**src/fedp_pkg.sv**
```systemverilog
package fedp_pkg;

    // Operand row size in 32-bit words
    localparam int N_WORDS = 2;

    // Source element formats (fmt_s), unknown codes fall back to FMT_I8
    localparam logic [3:0] FMT_I8 = 4'd0;
    localparam logic [3:0] FMT_U8 = 4'd1;
    localparam logic [3:0] FMT_I4 = 4'd2;
    localparam logic [3:0] FMT_U4 = 4'd3;

    // Destination formats (fmt_d), unknown codes wrap
    localparam logic [3:0] FMT_D_WRAP = 4'd0;
    localparam logic [3:0] FMT_D_SAT  = 4'd1;

    // Element slots per word, eight nibbles or four bytes
    localparam int MAX_ELEMS = 8;

    // Elements are widened to 9 bits so unsigned bytes stay positive
    localparam int ELEM_W = 9;

    // Four u8 products reach 260100, so 20 signed bits per word
    localparam int WORD_SUM_W = 20;

    // Wide signed accumulator
    localparam int ACC_W = 40;

    // Adder tree: one leaf per word plus c_val, padded to a power of two
    localparam int ACC_TERMS  = N_WORDS + 1;
    localparam int ACC_LEVELS = $clog2(ACC_TERMS);
    localparam int ACC_LEAVES = 1 << ACC_LEVELS;

    // Saturation bounds at accumulator width
    localparam logic signed [ACC_W-1:0] INT32_MAX = 40'sh00_7FFF_FFFF;
    localparam logic signed [ACC_W-1:0] INT32_MIN = 40'shFF_8000_0000;

endpackage

```
**src/fedp_mul.sv**
```systemverilog
module fedp_mul (
    input  logic                                                 clk,
    input  logic                                                 reset,
    input  logic                                                 enable,
    input  logic [fedp_pkg::N_WORDS-1:0][31:0]                   a_row,
    input  logic [fedp_pkg::N_WORDS-1:0][31:0]                   b_col,
    input  logic [3:0]                                           fmt_s,
    input  logic [fedp_pkg::N_WORDS-1:0]                         vld_mask,
    output logic [fedp_pkg::N_WORDS-1:0][fedp_pkg::WORD_SUM_W-1:0] word_sums
);
    import fedp_pkg::*;

    logic is_nib;
    logic is_sgn;
    logic [N_WORDS-1:0][WORD_SUM_W-1:0] word_sum_c;

    // Pick element idx from a word and extend it to ELEM_W bits
    function automatic logic signed [ELEM_W-1:0] elem_ext(
        input logic [31:0] word,
        input int          idx,
        input logic        nib,
        input logic        sgn
    );
        logic [3:0] n;
        logic [7:0] b;
        logic signed [ELEM_W-1:0] res;
        n = word[idx*4 +: 4];
        b = word[(idx % 4)*8 +: 8];
        if (nib) begin
            res = sgn ? {{(ELEM_W-4){n[3]}}, n} : {{(ELEM_W-4){1'b0}}, n};
        end else if (idx < 4) begin
            res = sgn ? {b[7], b} : {1'b0, b};
        end else begin
            // Bytes only fill the lower four slots
            res = '0;
        end
        return res;
    endfunction

    // Format decode
    assign is_nib = (fmt_s == FMT_I4) || (fmt_s == FMT_U4);
    assign is_sgn = !((fmt_s == FMT_U8) || (fmt_s == FMT_U4));

    always_comb begin
        logic signed [WORD_SUM_W-1:0] sum;
        logic signed [ELEM_W-1:0] ea;
        logic signed [ELEM_W-1:0] eb;
        for (int w = 0; w < N_WORDS; w++) begin
            sum = '0;
            for (int e = 0; e < MAX_ELEMS; e++) begin
                ea = elem_ext(a_row[w], e, is_nib, is_sgn);
                eb = elem_ext(b_col[w], e, is_nib, is_sgn);
                sum = sum + ea * eb;
            end
            word_sum_c[w] = sum;
        end
    end

    // Masked-out words load zero so stage 2 can add every lane blindly
    always_ff @(posedge clk) begin
        if (reset) begin
            word_sums <= '0;
        end else if (enable) begin
            for (int w = 0; w < N_WORDS; w++) begin
                word_sums[w] <= vld_mask[w] ? word_sum_c[w] : '0;
            end
        end
    end

endmodule

```
**src/fedp_acc.sv**
```systemverilog
module fedp_acc (
    input  logic                                                   clk,
    input  logic                                                   reset,
    input  logic                                                   enable,
    input  logic [fedp_pkg::N_WORDS-1:0][fedp_pkg::WORD_SUM_W-1:0] word_sums,
    input  logic [31:0]                                            c_val,
    output logic signed [fedp_pkg::ACC_W-1:0]                      acc_sum
);
    import fedp_pkg::*;

    // Heap-ordered tree, node i sums nodes 2i and 2i+1
    logic signed [ACC_W-1:0] tree [1:2*ACC_LEAVES-1];

    always_comb begin
        for (int i = 0; i < ACC_LEAVES; i++) begin
            if (i < N_WORDS) begin
                tree[ACC_LEAVES+i] = ACC_W'($signed(word_sums[i]));
            end else if (i == N_WORDS) begin
                tree[ACC_LEAVES+i] = ACC_W'($signed(c_val));
            end else begin
                tree[ACC_LEAVES+i] = '0;
            end
        end
        for (int i = ACC_LEAVES - 1; i >= 1; i--) begin
            tree[i] = tree[2*i] + tree[2*i+1];
        end
    end

    always_ff @(posedge clk) begin
        if (reset) begin
            acc_sum <= '0;
        end else if (enable) begin
            acc_sum <= tree[1];
        end
    end

endmodule

```
**src/fedp_norm.sv**
```systemverilog
module fedp_norm (
    input  logic                              clk,
    input  logic                              reset,
    input  logic                              enable,
    input  logic signed [fedp_pkg::ACC_W-1:0] acc_sum,
    input  logic [3:0]                        fmt_d,
    output logic [31:0]                       d_val
);
    import fedp_pkg::*;

    logic        sat_mode;
    logic        over;
    logic        under;
    logic [31:0] clamped;
    logic [31:0] d_next;

    assign sat_mode = (fmt_d == FMT_D_SAT);

    // Range check against the signed 32-bit limits
    assign over  = acc_sum > INT32_MAX;
    assign under = acc_sum < INT32_MIN;

    always_comb begin
        if (over) begin
            clamped = INT32_MAX[31:0];
        end else if (under) begin
            clamped = INT32_MIN[31:0];
        end else begin
            clamped = acc_sum[31:0];
        end
    end

    // Wrap just keeps the low word
    assign d_next = sat_mode ? clamped : acc_sum[31:0];

    always_ff @(posedge clk) begin
        if (reset) begin
            d_val <= '0;
        end else if (enable) begin
            d_val <= d_next;
        end
    end

endmodule

```
**src/fedp_dot.sv**
```systemverilog
module fedp_dot (
    input  logic                                 clk,
    input  logic                                 reset,
    input  logic                                 enable,
    input  logic [fedp_pkg::N_WORDS-1:0]         vld_mask,
    input  logic [3:0]                           fmt_s,
    input  logic [3:0]                           fmt_d,
    input  logic [fedp_pkg::N_WORDS-1:0][31:0]   a_row,
    input  logic [fedp_pkg::N_WORDS-1:0][31:0]   b_col,
    input  logic [31:0]                          c_val,
    output logic [31:0]                          d_val,
    output logic                                 d_valid
);
    import fedp_pkg::*;

    logic [2:0]                         vld_pipe;
    logic [31:0]                        c_val_r;
    logic [1:0][3:0]                    fmt_d_pipe;
    logic [N_WORDS-1:0][WORD_SUM_W-1:0] word_sums;
    logic signed [ACC_W-1:0]            acc_sum;

    // Control side: valid, c_val aligned to stage 1, fmt_d aligned to stage 3
    always_ff @(posedge clk) begin
        if (reset) begin
            vld_pipe   <= '0;
            c_val_r    <= '0;
            fmt_d_pipe <= '0;
        end else if (enable) begin
            vld_pipe   <= {vld_pipe[1:0], |vld_mask};
            c_val_r    <= c_val;
            fmt_d_pipe <= {fmt_d_pipe[0], fmt_d};
        end
    end

    assign d_valid = vld_pipe[2];

    // Stage 1
    fedp_mul fedp_mul_inst (
        .clk       (clk),
        .reset     (reset),
        .enable    (enable),
        .a_row     (a_row),
        .b_col     (b_col),
        .fmt_s     (fmt_s),
        .vld_mask  (vld_mask),
        .word_sums (word_sums)
    );

    // Stage 2
    fedp_acc fedp_acc_inst (
        .clk       (clk),
        .reset     (reset),
        .enable    (enable),
        .word_sums (word_sums),
        .c_val     (c_val_r),
        .acc_sum   (acc_sum)
    );

    // Stage 3
    fedp_norm fedp_norm_inst (
        .clk     (clk),
        .reset   (reset),
        .enable  (enable),
        .acc_sum (acc_sum),
        .fmt_d   (fmt_d_pipe[1]),
        .d_val   (d_val)
    );

endmodule

```
**config.mk**
```make
export PLATFORM = sky130hd
export DESIGN_NAME = fedp_dot
export DESIGN_NICKNAME = d
export VERILOG_FILES = /design/src/fedp_pkg.sv /design/src/fedp_mul.sv /design/src/fedp_acc.sv /design/src/fedp_norm.sv /design/src/fedp_dot.sv
export SDC_FILE = /design/constraint.sdc
export NUM_CORES = 2
export LEC_CHECK = 0
export ABC_AREA = 1
export BUFFER_PORTS_ARGS = -buffer_cell sky130_fd_sc_hd__buf_4
export CORE_ASPECT_RATIO = 0.9
export CORE_MARGIN = 3
export CORE_UTILIZATION = 40
export CTS_BUF_LIST = sky130_fd_sc_hd__clkbuf_8
export CTS_CLUSTER_DIAMETER = 150
export DETAILED_ROUTE_END_ITERATION = 10
export GPL_TIMING_DRIVEN = 1
export HOLD_SLACK_MARGIN = 0.15
export PLACE_DENSITY_LB_ADDON = 0.12
export SLEW_MARGIN = 30
export SYNTH_ARGS = -nofsm -noshare
export SYNTH_HDL_FRONTEND = slang
export SYNTH_SLANG_ARGS = --single-unit
```
**constraint.sdc**
```tcl
create_clock -name clk -period 11.4 [get_ports clk]
set_clock_uncertainty 0.05 [all_clocks]
set_input_delay 1.14 -clock clk [delete_from_list [all_inputs] [get_ports clk]]
set_output_delay 1.14 -clock clk [all_outputs]
set_load 0.03 [all_outputs]
```
Word-level counts from Yosys, hierarchy flattened. Index checks and enable logic that the tools add are counted.

Flip-flop bits (word level): 155. Input port bits: 173. Output and inout port bits: 33. Logic and storage cells: 134.

Add/subtract/negate cells: 16. Multipliers: 16. Order comparisons: 2. Equality and inequality tests: 4. Multiplexer cells: 85. Reductions and logical operators: 3.

Operators by type and width (number): $mux 9 (80); $mul 9x9->18 (16); $add 20x20->20 (14); $mux 32 (3); $gt 40x32->1 const B (1); $lt 40x32->1 const B (1); $mux 20 (2); $add 21x32->33 (1); $add 20x20->21 (1); $eq 4x1->1 const B (2); $eq 4x2->1 const B (2); $logic_or 1x1->1 (2); $reduce_or 2->1 (1).

Depth between registers and ports, before layout.
Depth in word-level cells: 13. Gate-level depth with buffers: 46. Mapped depth without buffers: 45.

Modules after synthesis. From an unflattened synthesis, not the netlist that was laid out.

Cells, all modules: 6507. Area total of the unflattened synthesis: 54672.4 µm².

By module, submodules not included: fedp_mul (times used 1, cells an instance 5365, area an instance 47192.8 µm², seq. area each 800.8 µm²); fedp_acc (times used 1, cells an instance 718, area an instance 4391.7 µm², seq. area each 660.6 µm²); fedp_dot (times used 1, cells an instance 189, area an instance 1582.8 µm², seq. area each 860.8 µm²); fedp_norm (times used 1, cells an instance 235, area an instance 1505.2 µm², seq. area each 640.6 µm²).

Least setup slack after synthesis. Ideal clock, no wire load.

Path type: input to register. From: input fmt_s[3]. To: register fedp_mul_inst.word_sums[18] (netlist name). Library setup time: 0.132 ns. Arrival: 9.170 ns. Required time: 11.218 ns. Setup slack: 2.048 ns. Cell stages on the path: 39. Buffers on the path: 2. Cell sequence: nor2_4 nand2_2 buf_4 buf_6 o21ai_1 inv_1 nor2_1 inv_1 fa_1 inv_1 fa_1 fa_1 fa_1 inv_1 fa_1 inv_1 ha_1 inv_1 [... 3 more ...] nand2_1 nand3b_1 nand2_1 fa_1 inv_1 fa_1 fa_1 inv_1 fa_1 inv_1 ha_1 nand2_1 nor4_1 nand2_1 nand2_1 nand2_1 nand3_1 a21oi_1.

Cells in the longest elaborated chain, start to end: 13.

Ends and longest elaborated chain: from (decl) (RTL line fedp_dot.sv:6) `input logic [3:0] fmt_s,`; $eq 4x1->1 / $eq 4x2->1 (equally long branches) (RTL line fedp_mul.sv:42, fedp_mul.sv:41); $logic_or 1x1->1 (RTL line fedp_mul.sv:42) `assign is_sgn = !((fmt_s == FMT_U8) || (fmt_s == FMT_U4));`; $mux 9 (on tied branches) (RTL line fedp_mul.sv:30, fedp_mul.sv:32); $mux 9 (RTL line fedp_mul.sv:29) `if (nib) begin`; $mul 9x9->18 (RTL line fedp_mul.sv:53) `sum = sum + ea * eb;`; $add 20x20->20 (6 in a row) (RTL line fedp_mul.sv:53); $add 20x20->20 * (RTL line fedp_mul.sv:53); $mux 20 * (RTL line fedp_mul.sv:65) `word_sums[w] <= vld_mask[w] ? word_sum_c[w] : '0;`; to (signal, indexed assignment) (RTL line fedp_mul.sv:65); to (decl) (RTL line fedp_mul.sv:9) `output logic [fedp_pkg::N_WORDS-1:0][fedp_pkg::WORD_SUM_W-1:0] word_sums`.

Mark *: on every way between the ends. The rest lies on a longest branch, timed or not. A chain may end at the register's enable or synchronous reset.

Worst setup path after layout.
From: input fmt_s[3]. To: register fedp_mul_inst.word_sums[37] (netlist name).

The elaborated chain is that of the path after synthesis.

==> results.md <==
* Status: completed
* Largest net degree at the start of global routing at 91
* Slowest cell on crit path: o21ai_1
* Ys async rst share at 0%
* GRT Util Overall at 24.0%
* Global-route wire length before repair at 283000 um
* Tmin final at 10.37 ns
* Reg-to-reg startpoint: fedp_mul_inst.word_sums[19]
* Clock Path Buffers at 2
* Hold_buf cts at 0
* Period utilization at 91.0%
* Final nets at 9806
* Initial core utilization at 40.6%
* CP max FO at 32
* TNS Setup at 0 ns
* Vias in the first global route at 49400
* CP peak stage delay at 0.57 ns
* DP Cell Count at 9721
* Post-Synthesis Cells at 7596
* CTS tree: yes
* Clk Tree Root Cell: clkbuf_8
* Setup Buffers After CTS at 0
* Global placer's final weighted congestion at 0.943
* DRT iter0 DRCs at 3161
* RSZ-0062 raised after global routing: no
* Final wirelength at 179000 um
* I/O pin cnt at 206
* ANT nets after route at 0
* Clk pin slew, worst setup/hold paths at 0.11 ns
* Worst-margin pin slew at 0.962 ns
* CTS Buf Count at 17
* Mux contribution to synthesized area at 0%
* Synth Area in Adders at 53.7%
* Avg WL per Cell at 18.3 um
* Worst setup EP type: flip-flop
* Layout area overhead at 7.54%
* Die footprint at 0.152 mm2
* Core Box Area at 0.145 mm2
* H-tree Lvls at 4
* Worst hold path type: reg -> reg
* Max Transition Viols Final at 0
* Mapped Avg Cell Area at 7.74 um2
* Critical Path Sink: fedp_mul_inst.word_sums[37]
* Post-CTS resize count at 0
* Seq/Total Area, Yosys at 5.04%
* DRC at 0
* Worst-skew pair later-pin latency at 0.47 ns
* Post-DP HPWL at 161000 um
* Ys Warns at 0
* Crit path depth at 39
* Reg2Reg Setup Slack at 8.09 ns
* # clock sinks at 148
* Final hold violations at 0
* Synth Area in Compound Gates at 6.60%
* Peak Freq at 96.4 MHz
* Max-slew headroom at 35.8%
* Simple-Gate Fraction of Synth Area at 17.0%
* Port Buffers at 205
* Die height at 370 um
* Gr ovfl total at 0
* Worst Reg-to-Reg Cells at 12
* Setup Viol. Count Final at 0
* Synth unique cells at 45
* Register area at 0.00296 mm2
* Data required, critical path at 11.75 ns
* Critical path launch point: fmt_s[3]
* Vias per cell at 4.84
* #FFs+latches synth at 148
* Proportion of layout cells with a drive suffix above 1 at 5.08%
* Max cap viols at 0
* Area of the mapped netlist at 0.0588 mm2
* Post-synth EDFFs at 0
* Multi-input logic area at 0.0476 mm2
* Die X at 410 um
* Initial antenna violation count at 9
* Largest family of logic cells by synthesized area: adder cells
* Startpoint Class: primary input
* Synth Flop Type: dfxtp_1
* Synth Area in XOR/XNOR at 3.56%
* Kind of critical path: in -> reg
* Buffer and inverter count on the worst path at 11
* CP arrival at 10.72 ns
* Fillcell total at 15200
* Layout Cells excl Fill at 9754
* Worst reg2reg endpoint: fedp_acc_inst.acc_sum[29]
* # rows at 132
* Drt first pass iters at 6
* Vias at 47200
* Delay-heaviest family, CP: adder cells
[cell type report]
type                       instances  area share [%]
timing repair buffer             269            3.20
clock buffer                      17           0.370
tap                             1943            3.85
clock inverter                    15           0.228
inverter                        2083            12.4
multi-input combinational       5278            75.3
sequential                       148            4.69
antenna                            1         0.00396
[metal layers]
layer / GRT usage, % / part of all wire (%) / vias to the layer above / routed length [um]
li1: - / - / 22900 / -
met1: 36.7 / 50 / 23100 / 89300
met2: 38.1 / 44 / 1087 / 77900
met3: 1.86 / 5.2 / 81 / 9320
met4: 2.57 / 1.1 / 4 / 2000
met5: 0 / 0.013 / - / 23
[metrics by stage]
stage	hold slack [ns]	util (%)	worst slack, ns	area, um2
5_1_grt	0.447	43.6	0.515	63200
2_1_floorplan	0.379	-	2.05	58800
6_report	0.414	43.6	1.03	63200
4_1_cts	0.415	43.6	1.13	63200
3_5_place_dp	0.403	43.4	0.602	62800
3_3_place_gp	0.392	43.4	0.624	62800
[cell families after synthesis]
group           Yosys count
flops                   148
simple gates           2490
other cells               1
xor+xnor                239
fa+ha+maj              1836
buf+inv                2173
compound gates          709
[cell usage in the layout, fill, tap and decap left out, types with 17 or more instances in the layout]
cell / n
o21bai_1: 33
ha_1: 694
o21ai_0: 228
nor2_1: 799
or2_2: 19
nand2_1: 1319
nand3_1: 230
inv_1: 2069
buf_4: 268
clkbuf_8: 17
xnor2_1: 106
nand3b_1: 18
o21ai_1: 43
a21oi_1: 322
nor3_1: 36
xor2_1: 133
nand4_1: 28
dfxtp_1: 147
fa_1: 1142
a21oi_2: 20
[cell usage after synthesis, types with 6 or more instances]
cell type | count | area, um2
clkbuf_1 | 49 | 184
fa_1 | 1142 | 22900
inv_2 | 9 | 33.8
o21ai_1 | 42 | 210
o21ai_0 | 229 | 1150
o21ai_2 | 14 | 123
nand3b_1 | 18 | 135
nor2_2 | 13 | 81.3
a21o_1 | 16 | 120
buf_2 | 25 | 125
nand3_1 | 230 | 1150
nand4_1 | 28 | 175
a21oi_2 | 20 | 175
o31ai_1 | 8 | 60.1
nor3_1 | 36 | 180
xor2_1 | 133 | 1160
nor2_4 | 6 | 67.6
dfxtp_1 | 148 | 2960
ha_1 | 694 | 8680
a21oi_1 | 322 | 1610
xnor2_1 | 106 | 928
a31oi_1 | 10 | 62.6
inv_1 | 2071 | 7770
buf_6 | 7 | 78.8
nor2_1 | 799 | 3000
nand2_1 | 1320 | 4950
nor4_1 | 10 | 62.6
o21bai_1 | 33 | 248
or2_2 | 19 | 119
[worst min path at each step]
| stage | depth (start not counted) | endpoint | from | slack [ns] |
|---|---|---|---|---|
| 2_1_floorplan | 2 | vld_pipe[1] | vld_pipe[0] | 0.38 |
| 3_3_place_gp | 2 | vld_pipe[1] | vld_pipe[0] | 0.39 |
| 3_5_place_dp | 2 | vld_pipe[1] | vld_pipe[0] | 0.40 |
| 4_1_cts | 2 | fedp_norm_inst.d_val[25] | fedp_acc_inst.acc_sum[25] | 0.42 |
| 5_1_grt | 2 | fedp_norm_inst.d_val[21] | fedp_acc_inst.acc_sum[21] | 0.45 |
| 6_report | 2 | fedp_norm_inst.d_val[25] | fedp_acc_inst.acc_sum[25] | 0.41 |
[state kept, by name, indices dropped and copies added, names as in the netlist]
signal and flops:
fedp_norm_inst.d_val 32, c_val_r 32, fedp_mul_inst.word_sums 40, fedp_acc_inst.acc_sum 33, vld_pipe 3, fmt_d_pipe 8
[worst min-delay path: cells and delay by family, from the launching register on]
kind,cells,cell delay [ns]
flip-flops,1,0.32
AND/OR/NAND/NOR,1,0.06
AO/OA/AOI/OAI,1,0.06
Power is left out: the tool's default activity adds up to more than one toggle a clock period on the data nets, which glitch-free logic cannot reach.
